[src/verilog/vrf_pkg.sv]
/*
 * Geometry of the banked vector register file of one lane
 * Plain vector types for data, strobes, addresses and instruction ids
 */
`default_nettype none

package vrf_pkg;

  //////////////////////////////////////////////////////////////////////
  // Geometry
  //////////////////////////////////////////////////////////////////////

  localparam int unsigned NR_BANKS    = 4;
  localparam int unsigned NR_VINSN    = 4;
  localparam int unsigned NR_OPQUEUES = 2;
  localparam int unsigned VREG_WORDS  = 8;
  localparam int unsigned NR_VREGS    = 32;

  // Derived widths
  localparam int unsigned ELEN        = 64;
  localparam int unsigned VLEN_W      = 8;
  localparam int unsigned VREG_IDX_W  = $clog2(NR_VREGS);
  localparam int unsigned BANK_IDX_W  = $clog2(NR_BANKS);
  localparam int unsigned VADDR_W     = $clog2(NR_VREGS * VREG_WORDS);

  //////////////////////////////////////////////////////////////////////
  // Types
  //////////////////////////////////////////////////////////////////////

  typedef logic [ELEN-1:0]               elem_t;
  typedef logic [ELEN/8-1:0]             strb_t;
  // Word address over the whole VRF, bank select in the low bits
  typedef logic [VADDR_W-1:0]            vaddr_t;
  typedef logic [BANK_IDX_W-1:0]         bank_idx_t;
  typedef logic [VADDR_W-BANK_IDX_W-1:0] bank_addr_t;
  typedef logic [$clog2(NR_VINSN)-1:0]   vid_t;
  typedef logic [VLEN_W-1:0]             vlen_t;
  // One bit per in-flight instruction
  typedef logic [NR_VINSN-1:0]           vinsn_vec_t;

endpackage

`default_nettype wire

[src/verilog/opstage_pkg.sv]
/*
 * Operand stage types
 * Element width and requester state encodings
 * Operand request, write-back request and bank access structs
 */
`default_nettype none

package opstage_pkg;

  //////////////////////////////////////////////////////////////////////
  // Encodings
  //////////////////////////////////////////////////////////////////////

  typedef enum logic [1:0] {
    EW8,
    EW16,
    EW32,
    EW64
  } ew_e;

  typedef enum logic {
    IDLE,
    REQUESTING
  } req_state_e;

  //////////////////////////////////////////////////////////////////////
  // Transactions
  //////////////////////////////////////////////////////////////////////

  // Read of one vector operand, issued by the lane sequencer
  typedef struct packed {
    vrf_pkg::vid_t                       id;
    logic [vrf_pkg::VREG_IDX_W-1:0]      vs;
    vrf_pkg::vlen_t                      vl;
    ew_e                                 eew;
    // Instructions whose results this read must not overtake
    vrf_pkg::vinsn_vec_t                 hazard;
  } operand_req_t;

  // One result word from a functional unit
  typedef struct packed {
    vrf_pkg::vid_t   id;
    vrf_pkg::vaddr_t addr;
    vrf_pkg::elem_t  wdata;
    vrf_pkg::strb_t  be;
  } wb_req_t;

  // Access presented to one bank, opqueue tags the reader
  typedef struct packed {
    vrf_pkg::bank_addr_t bank_addr;
    logic                wen;
    vrf_pkg::elem_t      wdata;
    vrf_pkg::strb_t      be;
    logic                opqueue;
  } bank_acc_t;

endpackage

`default_nettype wire

[src/verilog/operand_requester.sv]
/*
 * Operand requesters, one per operand queue
 * Each walks a vector register word by word and raises bank reads
 * Result-written tracker for the read-after-write stall
 */
`default_nettype none

module operand_requester (
  input  wire                                                   clk_i,
  input  wire                                                   rst_ni,
  input  wire opstage_pkg::operand_req_t [vrf_pkg::NR_OPQUEUES-1:0] operand_req_i,
  input  wire [vrf_pkg::NR_OPQUEUES-1:0]                        operand_req_valid_i,
  output logic [vrf_pkg::NR_OPQUEUES-1:0]                       operand_req_ready_o,
  output logic [vrf_pkg::NR_OPQUEUES-1:0]                       opqueue_cmd_valid_o,
  input  wire [vrf_pkg::NR_OPQUEUES-1:0]                        operand_queue_ready_i,
  output logic [vrf_pkg::NR_OPQUEUES-1:0]                       rd_valid_o,
  output vrf_pkg::bank_idx_t [vrf_pkg::NR_OPQUEUES-1:0]         rd_bank_o,
  output opstage_pkg::bank_acc_t [vrf_pkg::NR_OPQUEUES-1:0]     rd_acc_o,
  input  wire [vrf_pkg::NR_OPQUEUES-1:0]                        rd_gnt_i,
  output logic [vrf_pkg::NR_OPQUEUES-1:0]                       operand_issued_o,
  input  wire vrf_pkg::vinsn_vec_t                              wr_done_i
);

  import vrf_pkg::*;
  import opstage_pkg::*;

  typedef struct packed {
    vid_t       id;
    vaddr_t     addr;
    vlen_t      len;
    vinsn_vec_t hazard;
  } req_ctx_t;

  // Words needed for vl elements, 8 >> eew elements per word, rounded up
  function automatic vlen_t word_count(vlen_t vl, ew_e eew);
    logic [1:0]      shift;
    logic [VLEN_W:0] per_word;
    logic [VLEN_W:0] rounded;
    shift    = 2'(EW64) - 2'(eew);
    per_word = (VLEN_W + 1)'(1) << shift;
    rounded  = {1'b0, vl} + per_word - 1'b1;
    return vlen_t'(rounded >> shift);
  endfunction

  //////////////////////////////////////////////////////////////////////
  // Result-written tracker
  //////////////////////////////////////////////////////////////////////

  // Writes granted last cycle, each one lets one dependent read go
  vinsn_vec_t wr_done_q;

  always_ff @(posedge clk_i or negedge rst_ni) begin
    if (!rst_ni) begin
      wr_done_q <= '0;
    end else begin
      wr_done_q <= wr_done_i;
    end
  end

  //////////////////////////////////////////////////////////////////////
  // Per-queue requesters
  //////////////////////////////////////////////////////////////////////

  for (genvar q = 0; q < NR_OPQUEUES; q++) begin : gen_queue
    req_state_e state_d;
    req_state_e state_q;
    req_ctx_t   ctx_d;
    req_ctx_t   ctx_q;
    logic       stall;
    logic       last_word;
    logic       accept;

    // An instruction never waits on its own results
    assign stall = |(ctx_q.hazard & ~wr_done_q & ~(vinsn_vec_t'(1) << ctx_q.id));

    assign rd_valid_o[q] = (state_q == REQUESTING) && operand_queue_ready_i[q] && !stall;
    assign rd_bank_o[q]  = ctx_q.addr[BANK_IDX_W-1:0];
    assign rd_acc_o[q]   = '{
      bank_addr: ctx_q.addr[VADDR_W-1:BANK_IDX_W],
      wen:       1'b0,
      wdata:     '0,
      be:        '0,
      opqueue:   1'(q)
    };
    assign operand_issued_o[q] = rd_gnt_i[q];

    // The last grant frees the requester in the same cycle
    assign last_word = rd_gnt_i[q] && (ctx_q.len == vlen_t'(1));
    assign accept    = operand_req_valid_i[q] && ((state_q == IDLE) || last_word);

    assign operand_req_ready_o[q] = accept;
    assign opqueue_cmd_valid_o[q] = accept && (operand_req_i[q].vl != '0);

    always_comb begin
      state_d = state_q;
      ctx_d   = ctx_q;

      if (rd_gnt_i[q]) begin
        ctx_d.addr = ctx_q.addr + 1'b1;
        ctx_d.len  = ctx_q.len - 1'b1;
        if (last_word) begin
          state_d = IDLE;
        end
      end

      if (accept) begin
        ctx_d.id     = operand_req_i[q].id;
        ctx_d.hazard = operand_req_i[q].hazard;
        ctx_d.addr   = vaddr_t'(operand_req_i[q].vs) * vaddr_t'(VREG_WORDS);
        ctx_d.len    = word_count(operand_req_i[q].vl, operand_req_i[q].eew);
        // An empty operand is acknowledged and dropped
        state_d      = (operand_req_i[q].vl != '0) ? REQUESTING : IDLE;
      end
    end

    always_ff @(posedge clk_i or negedge rst_ni) begin
      if (!rst_ni) begin
        state_q <= IDLE;
        ctx_q   <= '0;
      end else begin
        state_q <= state_d;
        ctx_q   <= ctx_d;
      end
    end

    a_no_read_in_idle: assert property (@(posedge clk_i) disable iff (!rst_ni)
      rd_gnt_i[q] |-> (rd_valid_o[q] && (state_q == REQUESTING)));

    a_len_nonzero: assert property (@(posedge clk_i) disable iff (!rst_ni)
      (state_q == REQUESTING) |-> (ctx_q.len != '0));
  end

endmodule

`default_nettype wire

[src/verilog/result_stream_reg.sv]
/*
 * One-entry stream register for load-unit results
 * Final-grant pulse one cycle after the buffered write reaches the VRF
 */
`default_nettype none

module result_stream_reg (
  input  wire                       clk_i,
  input  wire                       rst_ni,
  input  wire opstage_pkg::wb_req_t wb_i,
  input  wire                       wb_req_i,
  output logic                      wb_gnt_o,
  output opstage_pkg::wb_req_t      buf_o,
  output logic                      buf_req_o,
  input  wire                       buf_gnt_i,
  output logic                      final_gnt_o
);

  import opstage_pkg::*;

  wb_req_t data_q;
  logic    full_q;
  logic    accept;

  // Room when empty or when the held entry drains this cycle
  assign accept    = wb_req_i && (!full_q || buf_gnt_i);
  assign wb_gnt_o  = accept;
  assign buf_o     = data_q;
  assign buf_req_o = full_q;

  always_ff @(posedge clk_i or negedge rst_ni) begin
    if (!rst_ni) begin
      full_q      <= 1'b0;
      final_gnt_o <= 1'b0;
    end else begin
      if (accept) begin
        full_q <= 1'b1;
      end else if (buf_gnt_i) begin
        full_q <= 1'b0;
      end
      // Dependency is released only once the word is in the bank
      final_gnt_o <= buf_gnt_i;
    end
  end

  always_ff @(posedge clk_i) begin
    if (accept) begin
      data_q <= wb_i;
    end
  end

  a_buf_stable: assert property (@(posedge clk_i) disable iff (!rst_ni)
    (buf_req_o && !buf_gnt_i) |=> (buf_req_o && $stable(buf_o)));

endmodule

`default_nettype wire

[src/verilog/vrf_bank_arbiter.sv]
/*
 * Per-bank arbitration of operand reads and result writes
 * Round-robin inside each priority level, the high level always wins
 */
`default_nettype none

module vrf_bank_arbiter (
  input  wire                                               clk_i,
  input  wire                                               rst_ni,
  input  wire [vrf_pkg::NR_OPQUEUES-1:0]                    rd_valid_i,
  input  wire vrf_pkg::bank_idx_t [vrf_pkg::NR_OPQUEUES-1:0] rd_bank_i,
  input  wire opstage_pkg::bank_acc_t [vrf_pkg::NR_OPQUEUES-1:0] rd_acc_i,
  output logic [vrf_pkg::NR_OPQUEUES-1:0]                   rd_gnt_o,
  input  wire opstage_pkg::wb_req_t                         alu_wb_i,
  input  wire                                               alu_wb_req_i,
  output logic                                              alu_wb_gnt_o,
  input  wire opstage_pkg::wb_req_t                         ldu_buf_i,
  input  wire                                               ldu_buf_req_i,
  output logic                                              ldu_buf_gnt_o,
  output logic [vrf_pkg::NR_BANKS-1:0]                      vrf_req_o,
  output opstage_pkg::bank_acc_t [vrf_pkg::NR_BANKS-1:0]    vrf_acc_o
);

  import vrf_pkg::*;
  import opstage_pkg::*;

  // Level l groups queue l with write source l, ALU high and load buffer low
  wb_req_t   [NR_OPQUEUES-1:0] wr;
  logic      [NR_OPQUEUES-1:0] wr_req;
  bank_acc_t [NR_OPQUEUES-1:0] wr_acc;
  logic      [NR_OPQUEUES-1:0] wr_gnt;

  // Member 0 of a group is the read and member 1 the write
  logic [NR_BANKS-1:0][NR_OPQUEUES-1:0][1:0] req;
  logic [NR_BANKS-1:0][NR_OPQUEUES-1:0][1:0] gnt;

  assign wr     = {ldu_buf_i, alu_wb_i};
  assign wr_req = {ldu_buf_req_i, alu_wb_req_i};

  assign alu_wb_gnt_o  = wr_gnt[0];
  assign ldu_buf_gnt_o = wr_gnt[1];

  for (genvar l = 0; l < NR_OPQUEUES; l++) begin : gen_wr_acc
    assign wr_acc[l] = '{
      bank_addr: wr[l].addr[VADDR_W-1:BANK_IDX_W],
      wen:       1'b1,
      wdata:     wr[l].wdata,
      be:        wr[l].be,
      opqueue:   1'b0
    };
  end

  //////////////////////////////////////////////////////////////////////
  // Bank arbiters
  //////////////////////////////////////////////////////////////////////

  for (genvar b = 0; b < NR_BANKS; b++) begin : gen_bank
    logic [NR_OPQUEUES-1:0] level_req;
    logic [NR_OPQUEUES-1:0] level_gnt;

    // Lowest requesting level wins, masking all levels below it
    assign level_gnt = level_req & (~level_req + 1'b1);

    for (genvar l = 0; l < NR_OPQUEUES; l++) begin : gen_level
      logic ptr_q;
      logic winner;

      assign req[b][l][0] = rd_valid_i[l] && (rd_bank_i[l] == bank_idx_t'(b));
      assign req[b][l][1] = wr_req[l] && (wr[l].addr[BANK_IDX_W-1:0] == bank_idx_t'(b));
      assign level_req[l] = |req[b][l];

      // Pointer breaks a tie, a lone requester wins outright
      assign winner       = (&req[b][l]) ? ptr_q : req[b][l][1];
      assign gnt[b][l][0] = level_gnt[l] && !winner;
      assign gnt[b][l][1] = level_gnt[l] && winner;

      always_ff @(posedge clk_i or negedge rst_ni) begin
        if (!rst_ni) begin
          ptr_q <= 1'b0;
        end else if (level_gnt[l]) begin
          ptr_q <= !winner;
        end
      end
    end

    a_one_gnt_per_bank: assert property (@(posedge clk_i) disable iff (!rst_ni)
      $onehot0(gnt[b]));
  end

  //////////////////////////////////////////////////////////////////////
  // Grant collection and bank access mux
  //////////////////////////////////////////////////////////////////////

  always_comb begin
    rd_gnt_o  = '0;
    wr_gnt    = '0;
    vrf_req_o = '0;
    vrf_acc_o = '0;
    for (int b = 0; b < NR_BANKS; b++) begin
      vrf_req_o[b] = |gnt[b];
      for (int l = 0; l < NR_OPQUEUES; l++) begin
        rd_gnt_o[l] |= gnt[b][l][0];
        wr_gnt[l]   |= gnt[b][l][1];
        if (gnt[b][l][0]) begin
          vrf_acc_o[b] = rd_acc_i[l];
        end
        if (gnt[b][l][1]) begin
          vrf_acc_o[b] = wr_acc[l];
        end
      end
    end
  end

endmodule

`default_nettype wire

[src/verilog/operand_stage.sv]
/*
 * Operand stage of one vector lane
 * Requesters, load-unit stream register and VRF bank arbiter
 */
`default_nettype none

module operand_stage (
  input  wire                                                   clk_i,
  input  wire                                                   rst_ni,
  input  wire opstage_pkg::operand_req_t [vrf_pkg::NR_OPQUEUES-1:0] operand_req_i,
  input  wire [vrf_pkg::NR_OPQUEUES-1:0]                        operand_req_valid_i,
  output logic [vrf_pkg::NR_OPQUEUES-1:0]                       operand_req_ready_o,
  input  wire [vrf_pkg::NR_OPQUEUES-1:0]                        operand_queue_ready_i,
  output logic [vrf_pkg::NR_OPQUEUES-1:0]                       operand_issued_o,
  output logic [vrf_pkg::NR_OPQUEUES-1:0]                       opqueue_cmd_valid_o,
  input  wire opstage_pkg::wb_req_t                             alu_wb_i,
  input  wire                                                   alu_wb_req_i,
  output logic                                                  alu_wb_gnt_o,
  input  wire opstage_pkg::wb_req_t                             ldu_wb_i,
  input  wire                                                   ldu_wb_req_i,
  output logic                                                  ldu_wb_gnt_o,
  output logic                                                  ldu_wb_final_gnt_o,
  output logic [vrf_pkg::NR_BANKS-1:0]                          vrf_req_o,
  output opstage_pkg::bank_acc_t [vrf_pkg::NR_BANKS-1:0]        vrf_acc_o
);

  import vrf_pkg::*;
  import opstage_pkg::*;

  logic      [NR_OPQUEUES-1:0] rd_valid;
  logic      [NR_OPQUEUES-1:0] rd_gnt;
  bank_idx_t [NR_OPQUEUES-1:0] rd_bank;
  bank_acc_t [NR_OPQUEUES-1:0] rd_acc;
  wb_req_t                     ldu_buf;
  logic                        ldu_buf_req;
  logic                        ldu_buf_gnt;
  vinsn_vec_t                  wr_done;

  // Write grants decoded into one event per instruction id
  for (genvar v = 0; v < NR_VINSN; v++) begin : gen_wr_done
    assign wr_done[v] = (alu_wb_gnt_o && (alu_wb_i.id == vid_t'(v))) ||
                        (ldu_buf_gnt && (ldu_buf.id == vid_t'(v)));
  end

  operand_requester u_requester (
    .clk_i                 (clk_i),
    .rst_ni                (rst_ni),
    .operand_req_i         (operand_req_i),
    .operand_req_valid_i   (operand_req_valid_i),
    .operand_req_ready_o   (operand_req_ready_o),
    .opqueue_cmd_valid_o   (opqueue_cmd_valid_o),
    .operand_queue_ready_i (operand_queue_ready_i),
    .rd_valid_o            (rd_valid),
    .rd_bank_o             (rd_bank),
    .rd_acc_o              (rd_acc),
    .rd_gnt_i              (rd_gnt),
    .operand_issued_o      (operand_issued_o),
    .wr_done_i             (wr_done)
  );

  result_stream_reg u_ldu_reg (
    .clk_i       (clk_i),
    .rst_ni      (rst_ni),
    .wb_i        (ldu_wb_i),
    .wb_req_i    (ldu_wb_req_i),
    .wb_gnt_o    (ldu_wb_gnt_o),
    .buf_o       (ldu_buf),
    .buf_req_o   (ldu_buf_req),
    .buf_gnt_i   (ldu_buf_gnt),
    .final_gnt_o (ldu_wb_final_gnt_o)
  );

  vrf_bank_arbiter u_arbiter (
    .clk_i         (clk_i),
    .rst_ni        (rst_ni),
    .rd_valid_i    (rd_valid),
    .rd_bank_i     (rd_bank),
    .rd_acc_i      (rd_acc),
    .rd_gnt_o      (rd_gnt),
    .alu_wb_i      (alu_wb_i),
    .alu_wb_req_i  (alu_wb_req_i),
    .alu_wb_gnt_o  (alu_wb_gnt_o),
    .ldu_buf_i     (ldu_buf),
    .ldu_buf_req_i (ldu_buf_req),
    .ldu_buf_gnt_o (ldu_buf_gnt),
    .vrf_req_o     (vrf_req_o),
    .vrf_acc_o     (vrf_acc_o)
  );

endmodule

`default_nettype wire

[config.mk]
export PLATFORM = sky130hd
export DESIGN_NAME = operand_stage
export DESIGN_NICKNAME = d
export VERILOG_FILES = /design/src/verilog/vrf_pkg.sv /design/src/verilog/opstage_pkg.sv /design/src/verilog/operand_requester.sv /design/src/verilog/result_stream_reg.sv /design/src/verilog/vrf_bank_arbiter.sv /design/src/verilog/operand_stage.sv
export SDC_FILE = /design/constraint.sdc
export NUM_CORES = 1
export LEC_CHECK = 0
export BUFFER_PORTS_ARGS = -buffer_cell sky130_fd_sc_hd__buf_4
export CAP_MARGIN = 0
export CORE_AREA = 2 2 210 212
export CTS_BUF_LIST = sky130_fd_sc_hd__clkbuf_4 sky130_fd_sc_hd__clkbuf_8 sky130_fd_sc_hd__clkbuf_16
export DETAILED_ROUTE_END_ITERATION = 10
export DIE_AREA = 0 0 212 214
export HOLD_SLACK_MARGIN = 0.15
export PLACE_DENSITY_LB_ADDON = 0.15
export SETUP_SLACK_MARGIN = 0.5
export SLEW_MARGIN = 40
export SYNTH_ARGS = -nofsm -noshare
export SYNTH_HDL_FRONTEND = slang
export SYNTH_SLANG_ARGS = --single-unit
[constraint.sdc]
create_clock -name clk_i -period 5.5 [get_ports clk_i]
set_input_delay 0.275 -clock clk_i [delete_from_list [all_inputs] [get_ports clk_i]]
set_output_delay 0.275 -clock clk_i [all_outputs]
set_load 0.02 [all_outputs]
# == Yosys cells after proc, flatten, opt, wreduce, memory -nomap -nowiden ==
# Cells that the tools add are included.
# word_totals
regBits,142
output_inout_bits,333
wordCells,238
# classes
addsub,14
eq_ne,20
n_shift,6
n_mux,38
bitwise_logic,29
reduce_logical,106
# op_table
operator,n
80-bit two-way mux,16
1-bit logical AND,51
20-bit two-way mux,2
16-bit two-way mux,2
2-bit equality test (second input constant),12
4-bit OR reduction,6
2-bit AND reduction,10
8-bit by 9-bit adder with 9-bit output,2
1-bit two-way mux,18
1-bit by 2-bit left shift with 9-bit output (first input constant),2
9-bit by 2-bit >> shifter with 8-bit output,2
9-bit by 1-bit subtractor with 9-bit output (second input constant),2
8-bit by 1-bit adder with 8-bit output (second input constant),2
4-bit AND,4
8-bit by 1-bit equality test with 1-bit output (second input constant),2
8-bit nonzero test,2
2-bit OR reduction,8
8-bit by 1-bit subtractor with 8-bit output (second input constant),2
2-bit by 1-bit equality test with 1-bit output (second input constant),6
2-bit zero test,6
4-bit NOT,3
1-bit bitwise OR,12
1-bit zero test,11
2-bit nonzero test,5
7 further kinds,25

# == Logic depth before layout (Yosys ltp) ==
# logic_depth
ltp_word,20
depth_mapped,16
mapped_depth_nobuf,14

# == Modules after synthesis ==
# From an unflattened synthesis, not the netlist that was laid out.
# unflattened
cells_unflattened,1936
area_unflattened_um2,16135.5
# by_module_without_submodules
module,n_inst,cells_each,area_each_um2,seq_area_each_um2
vrf_bank_arbiter,1,1166,8182.8,200.2
operand_requester,1,672,5355.1,1251.2
result_stream_reg,1,87,2531.2,2512.4
operand_stage,1,11,66.3,0.0

# == Worst setup path before layout ==
# OpenSTA, ideal clock, no wires.
# synth_timing
path_kind,flip-flop to flip-flop
startpoint,reg u_requester.gen_queue[1].ctx_q[20] (netlist bit)
endpoint,"reg u_ldu_reg.data_q, in the netlist u_ldu_reg.buf_o[0] (enable)"
setup_time_ns,0.456
arrival_ns,4.236
path_slack_ns,0.809
path_stages_with_launch,9
period_less_slack_ns,4.691
path_cell_list,dfrtp_1 or3b_1 a32o_2 and2_1 buf_6 a311oi_1 nor4_1 nand2_1 and2_1
# synth_via
elab_chain_len,17
word_cells_on_any_way,43
cone_classes,4 x add/sub; 1 x shift; 4 x mux; 13 x bitwise; 21 x reduce/logical
# synth_lines
item,line_no,source
from (decl),operand_requester.sv:68,req_ctx_t ctx_q;
from (signal assigned),operand_requester.sv:122,ctx_q <= ctx_d;
1-bit by 2-bit left shift with 4-bit output (*),operand_requester.sv:74,assign stall = |(ctx_q.hazard & ~wr_done_q & ~(vinsn_vec_t'(1) << ctx_q.id));
4-bit NOT (*),operand_requester.sv:74,
4-bit AND (*),operand_requester.sv:74,
4-bit OR reduction (*),operand_requester.sv:74,
1-bit zero test (*),operand_requester.sv:76,assign rd_valid_o[q] = (state_q == REQUESTING) && operand_queue_ready_i[q] && !stall;
1-bit logical AND (*),operand_requester.sv:76,
1-bit logical AND,vrf_bank_arbiter.sv:68,assign req[b][l][0] = rd_valid_i[l] && (rd_bank_i[l] == bank_idx_t'(b));
2-bit OR reduction,vrf_bank_arbiter.sv:70,assign level_req[l] = |req[b][l];
2-bit NOT,vrf_bank_arbiter.sv:62,assign level_gnt = level_req & (~level_req + 1'b1);
2-bit by 1-bit adder with 2-bit output,vrf_bank_arbiter.sv:62,
2-bit AND,vrf_bank_arbiter.sv:62,
1-bit logical AND,vrf_bank_arbiter.sv:75,assign gnt[b][l][1] = level_gnt[l] && winner;
1-bit bitwise OR (2 in a row),vrf_bank_arbiter.sv:103,wr_gnt[l] |= gnt[b][l][1];
1-bit bitwise OR (*),vrf_bank_arbiter.sv:103,
1-bit logical OR (*),result_stream_reg.sv:26,assign accept = wb_req_i && (!full_q || buf_gnt_i);
1-bit logical AND (*),result_stream_reg.sv:26,
named net ldu_wb_gnt_o,operand_stage.sv:21,"output logic ldu_wb_gnt_o,"
to (signal assigned),result_stream_reg.sv:48,data_q <= wb_i;
to (decl),result_stream_reg.sv:21,wb_req_t data_q;
# Mark *: on every way through the listed nets, which the timed path passes. The rest lies on a longest branch.
# A chain may end at the register's enable or synchronous reset.

# == Final worst setup path ==
# layout_timing
startpoint,reg u_requester.gen_queue[1].ctx_q[20] (netlist bit)
endpoint,out ldu_wb_gnt_o
# layout_via
elab_chain_len,17
word_cells_on_any_way,43
cone_classes,4 x add/sub; 1 x shift; 4 x mux; 13 x bitwise; 21 x reduce/logical
# layout_lines
item,line_no
1-bit by 2-bit left shift with 4-bit output (*),operand_requester.sv:74
4-bit NOT (*),operand_requester.sv:74
4-bit AND (*),operand_requester.sv:74
4-bit OR reduction (*),operand_requester.sv:74
1-bit zero test (*),operand_requester.sv:76
1-bit logical AND (*),operand_requester.sv:76
1-bit logical AND,vrf_bank_arbiter.sv:68
2-bit OR reduction,vrf_bank_arbiter.sv:70
2-bit NOT,vrf_bank_arbiter.sv:62
2-bit by 1-bit adder with 2-bit output,vrf_bank_arbiter.sv:62
2-bit AND,vrf_bank_arbiter.sv:62
1-bit logical AND,vrf_bank_arbiter.sv:75
1-bit bitwise OR (2 in a row),vrf_bank_arbiter.sv:103
1-bit bitwise OR (*),vrf_bank_arbiter.sv:103
1-bit logical OR (*),result_stream_reg.sv:26
1-bit logical AND (*),result_stream_reg.sv:26
to (decl),operand_stage.sv:21
# Mark *: on every way between the ends. The rest lies on a longest branch, timed or not.

==> reports/summary.log <==
qor: outcome.outcome complete, no violations
qor: synth.synth.area.top_cells a22o_1 (24%), edfxtp_1 (23%), dfrtp_1 (14%)
qor: flow_run.drv_cap 0
qor: clock_network.cts_buffers 17
qor: clock_network.clk_path_buf_depth 2
qor: clock_network.cts_tree built
qor: setup_path.crit_required 5.22 ns
qor: synth.synthFlopType edfxtp_1
qor: power.total_leakage_power 7.96 nW
qor: setup_path.cp.arrival 3.79 ns
qor: clock_network.clock_latency 0.45 ns
qor: timing.final-hold-violation-count 0
qor: worst_hold_path.hold_path.class in -> reg
qor: global_routing.global_route_wire_length_before_repair 77400 um
qor: synth.synth.top_cell.area_share 0.238
qor: die.design.portCount 547
qor: die.chipWidth 212 um
qor: route.totalWireLength 52900 um
qor: worst_hold_path.hold_path_end u_requester.gen_queue[1].ctx_q[11]$_DFFE_PN0P_
qor: worst_hold_path.min_from operand_req_i[26]
qor: clock_network.htree_num_levels 4
qor: timing.period_needed 4.06 ns
qor: route.detail_route.iter0.violations 899
qor: synth.yosysWarningCount 0
qor: die.die_h 214 um
qor: power.vdd_drop_max 0.168 mV
qor: die.fp-row-count 76
qor: global_routing.initial_antenna_violation_count 0
qor: timing.setup_viol_count_final 0
qor: place.placed_cell_area 0.0153 mm^2
qor: global_routing.groute.layer.met3.usage 0.0644
qor: timing.worst_slack 1.44 ns
qor: global_routing.pin_count_of_the_biggest_net_entering_global_routing 80
qor: setup_path.ff2ff_setup_slack 1.76 ns
qor: die.initial_core_util 0.248
qor: cells_and_area.multiInputGateArea 0.00610 mm^2
qor: place.place_hpwl 39300 um
qor: clock_network.cts.sink_count 142
qor: place.globalplace.congestion 0.880
qor: die.die-area 0.0454 mm^2
qor: setup_path.peak_fanout_along_the_critical_path 30
qor: die.fp.coreArea 0.0429 mm^2
qor: cells_and_area.layout.nets 1901
qor: global_routing.grt_pass1_vias 11700
qor: synth.synth_edf_count 82
qor: synth.async_set_reset_flop_share_out_of_synthesis 0.423
qor: clock_network.cts.clk_slew.worst_paths 0.06 ns
qor: synth.synth_cells 1050
qor: timing.unrepaired_setup_endpoints_after_global_routing no
qor: cells_and_area.register_area 0.00396 mm^2
qor: place.dp_worst_setup_slack 1.96 ns
qor: setup_path.r2r.worst_path.cells 9
qor: route.post_drt_wl_per_cell 23.6 um
qor: route.number_of_drc_violations_after_detailed_routing 0
qor: synth.yosys_register_bits 142
qor: global_routing.grt-busiest-layer met2
qor: timing.fmax 246 MHz
qor: setup_path.critical_path.reg2reg.startpoint u_requester.gen_queue[0].ctx_q[20]$_DFFE_PN0P_
qor: synth.synth-seq-area-share 0.373
qor: route.detailedRoute.firstPassIterationCount 7
qor: timing.final-max-slew-violation-count 0
qor: setup_path.timing.critical_path.to_type primary output
qor: cells_and_area.fillers 4292
qor: worst_hold_path.worstHoldPathCells 3
qor: timing.setup_tns 0 ns
qor: synth.avgSynthCellArea 10.1 um^2
qor: setup_path.timing.critical_path.from_type flop
qor: cells_and_area.area_delta_synth_final 60.5%
qor: timing.max_slew_margin 0.437
qor: timing.post-route-period-util 0.738
qor: route.num_vias 11700
qor: cells_and_area.final_layout_size_suffix_gt1_frac 0.390
qor: synth.netlist_area 0.0106 mm^2
qor: setup_path.setup.worst_path.class reg -> out
qor: power.cellPowerDensity 376 mW/mm^2
qor: route.antenna_left 0
qor: global_routing.met1_usage 0.290
qor: cells_and_area.mostFrequentLayoutCell buf_4
qor: synth.ys_types 72
qor: setup_path.critical_path.reg2reg.endpoint u_requester.wr_done_q[0]$_DFF_PN0_
qor: global_routing.grt_usage 0.227
qor: clock_network.cts.repair.resized 0
qor: global_routing.grt_overflow 0
qor: cells_and_area.layout_common_cells buf_4 (554), a22o_1 (288), dlygate4sd3_1 (112), nand2_1 (84), edfxtp_1 (82)
qor: timing.tightestPinTransition 0.844 ns
qor: synth.synthesis.nets 1304
qor: clock_network.clock-root-buffer clkbuf_16
qor: timing.finClkSkew 0.0120 ns
qor: cells_and_area.finalInstanceArea 0.0171 mm^2
qor: power.total_power 0.00640 W
qor: global_routing.globalRouteMet2Util 0.372
qor: cells_and_area.antenna_cells_inserted 0
qor: route.via_per_inst 5.19
qor: place.numPortBuffers 546
qor: synth.post_synth_top_area_cell a22o_1
## sequential cells by signal (all words and copies together) (netlist names)
register,flops
u_requester.rd_acc_o,12
u_requester.gen_queue.state_q,2
u_requester.wr_done_q,4
u_ldu_reg.buf_req_o,1
u_requester.gen_queue.ctx_q,28
u_ldu_reg.final_gnt_o,1
u_requester.rd_bank_o,4
u_arbiter.gen_bank.gen_level.ptr_q,8
u_ldu_reg.buf_o,82
## synth_stat cells (7+ instances only)
master,count
a222oi_1,23
mux2_2,9
nor2_1,27
inv_1,60
nand2_1,84
clkbuf_1,75
nor3_1,9
a22o_1,288
xnor2_1,20
o21ai_1,7
or2_2,8
nand2b_1,9
nand4_1,7
mux2_1,9
xor2_1,19
dfrtp_1,60
a21oi_1,16
edfxtp_1,82
a31oi_1,9
nand3_1,14
mux2i_1,30
ha_1,38
o21ai_0,17
nor2b_1,8
o21a_1,8
## area by class of cell
type | instances | area share
tap | 585 | 0.0429
clock buffer | 20 | 0.0287
sequential | 142 | 0.232
timing repair buffer | 674 | 0.317
inverter | 62 | 0.0137
multi-input combinational | 750 | 0.358
clock inverter | 12 | 0.00675
## stage by stage
step	hold WS, ns	utilization	cells
finish	0.179	0.398	2245
global route	0.197	0.398	2245
CTS	0.169	0.397	2244
detailed placement	0.173	0.357	2100
global placement	0.437	0.355	2098
floorplan	-0.0206	-	1050
## repair_timing
action / 4_1_cts / 5_1_grt
endpoints found under the hold margin: 151 / 0
hold buffers: 112 / 0
endpoints found under the setup margin: 0 / 0
setup buffers: 0 / 0
## worst max-delay path by stage
stage	from	to	slack [ns]	cells after the start
final	u_requester.gen_queue[1].ctx_q[20]$_DFFE_PN0P_	ldu_wb_gnt_o	1.44	9
after global routing	u_requester.gen_queue[0].ctx_q[3]$_DFFE_PN0P_	ldu_wb_gnt_o	1.12	10
after CTS	u_requester.gen_queue[1].ctx_q[20]$_DFFE_PN0P_	ldu_wb_gnt_o	1.47	8
after detailed placement	u_requester.gen_queue[1].ctx_q[20]$_DFFE_PN0P_	u_ldu_reg.buf_o[36]$_DFFE_PP_	1.96	8
after global placement	u_requester.gen_queue[1].ctx_q[20]$_DFFE_PN0P_	u_ldu_reg.buf_o[28]$_DFFE_PP_	2.01	8
after floorplan	u_requester.gen_queue[1].ctx_q[20]$_DFFE_PN0P_	u_ldu_reg.buf_o[0]$_DFFE_PP_	0.81	8
## cell families (layout without fill, tap and decap cells)
family	count (synthesis)	count (layout)	share of synthesized area
adder cells (fa/ha/maj)	40	40	0.0485
AND/OR/NAND/NOR	212	212	0.104
multiplexers	53	53	0.0558
buffers and inverters	158	768	0.0619
AO/OA/AOI/OAI	406	406	0.325
XOR/XNOR	39	39	0.0322
flip-flops	142	142	0.373
## critical path: stages (launching register included)
cell and delay [ns]:
dfrtp_1 0.42, or2_2 0.32, a221oi_2 0.37, nand3_1 0.28, o211a_4 0.35, nor4_1 0.67, nand2_1 0.16, and2_4 0.31
buf_12 0.22, buf_4 0.19
## per-layer routing
layer	wire length, um	up-vias
li1	-	5301
met1	22000	5704
met2	24800	580
met3	4750	71
met4	1340	0
met5	0	-
## power breakdown
group / internal [W] / switching [W]
Clock: 0.000697 / 0.000516
Sequential: 0.00147 / 0.000395
Combinational: 0.00141 / 0.00191
Total: 0.00358 / 0.00282
(Power assumes the default switching activity.)
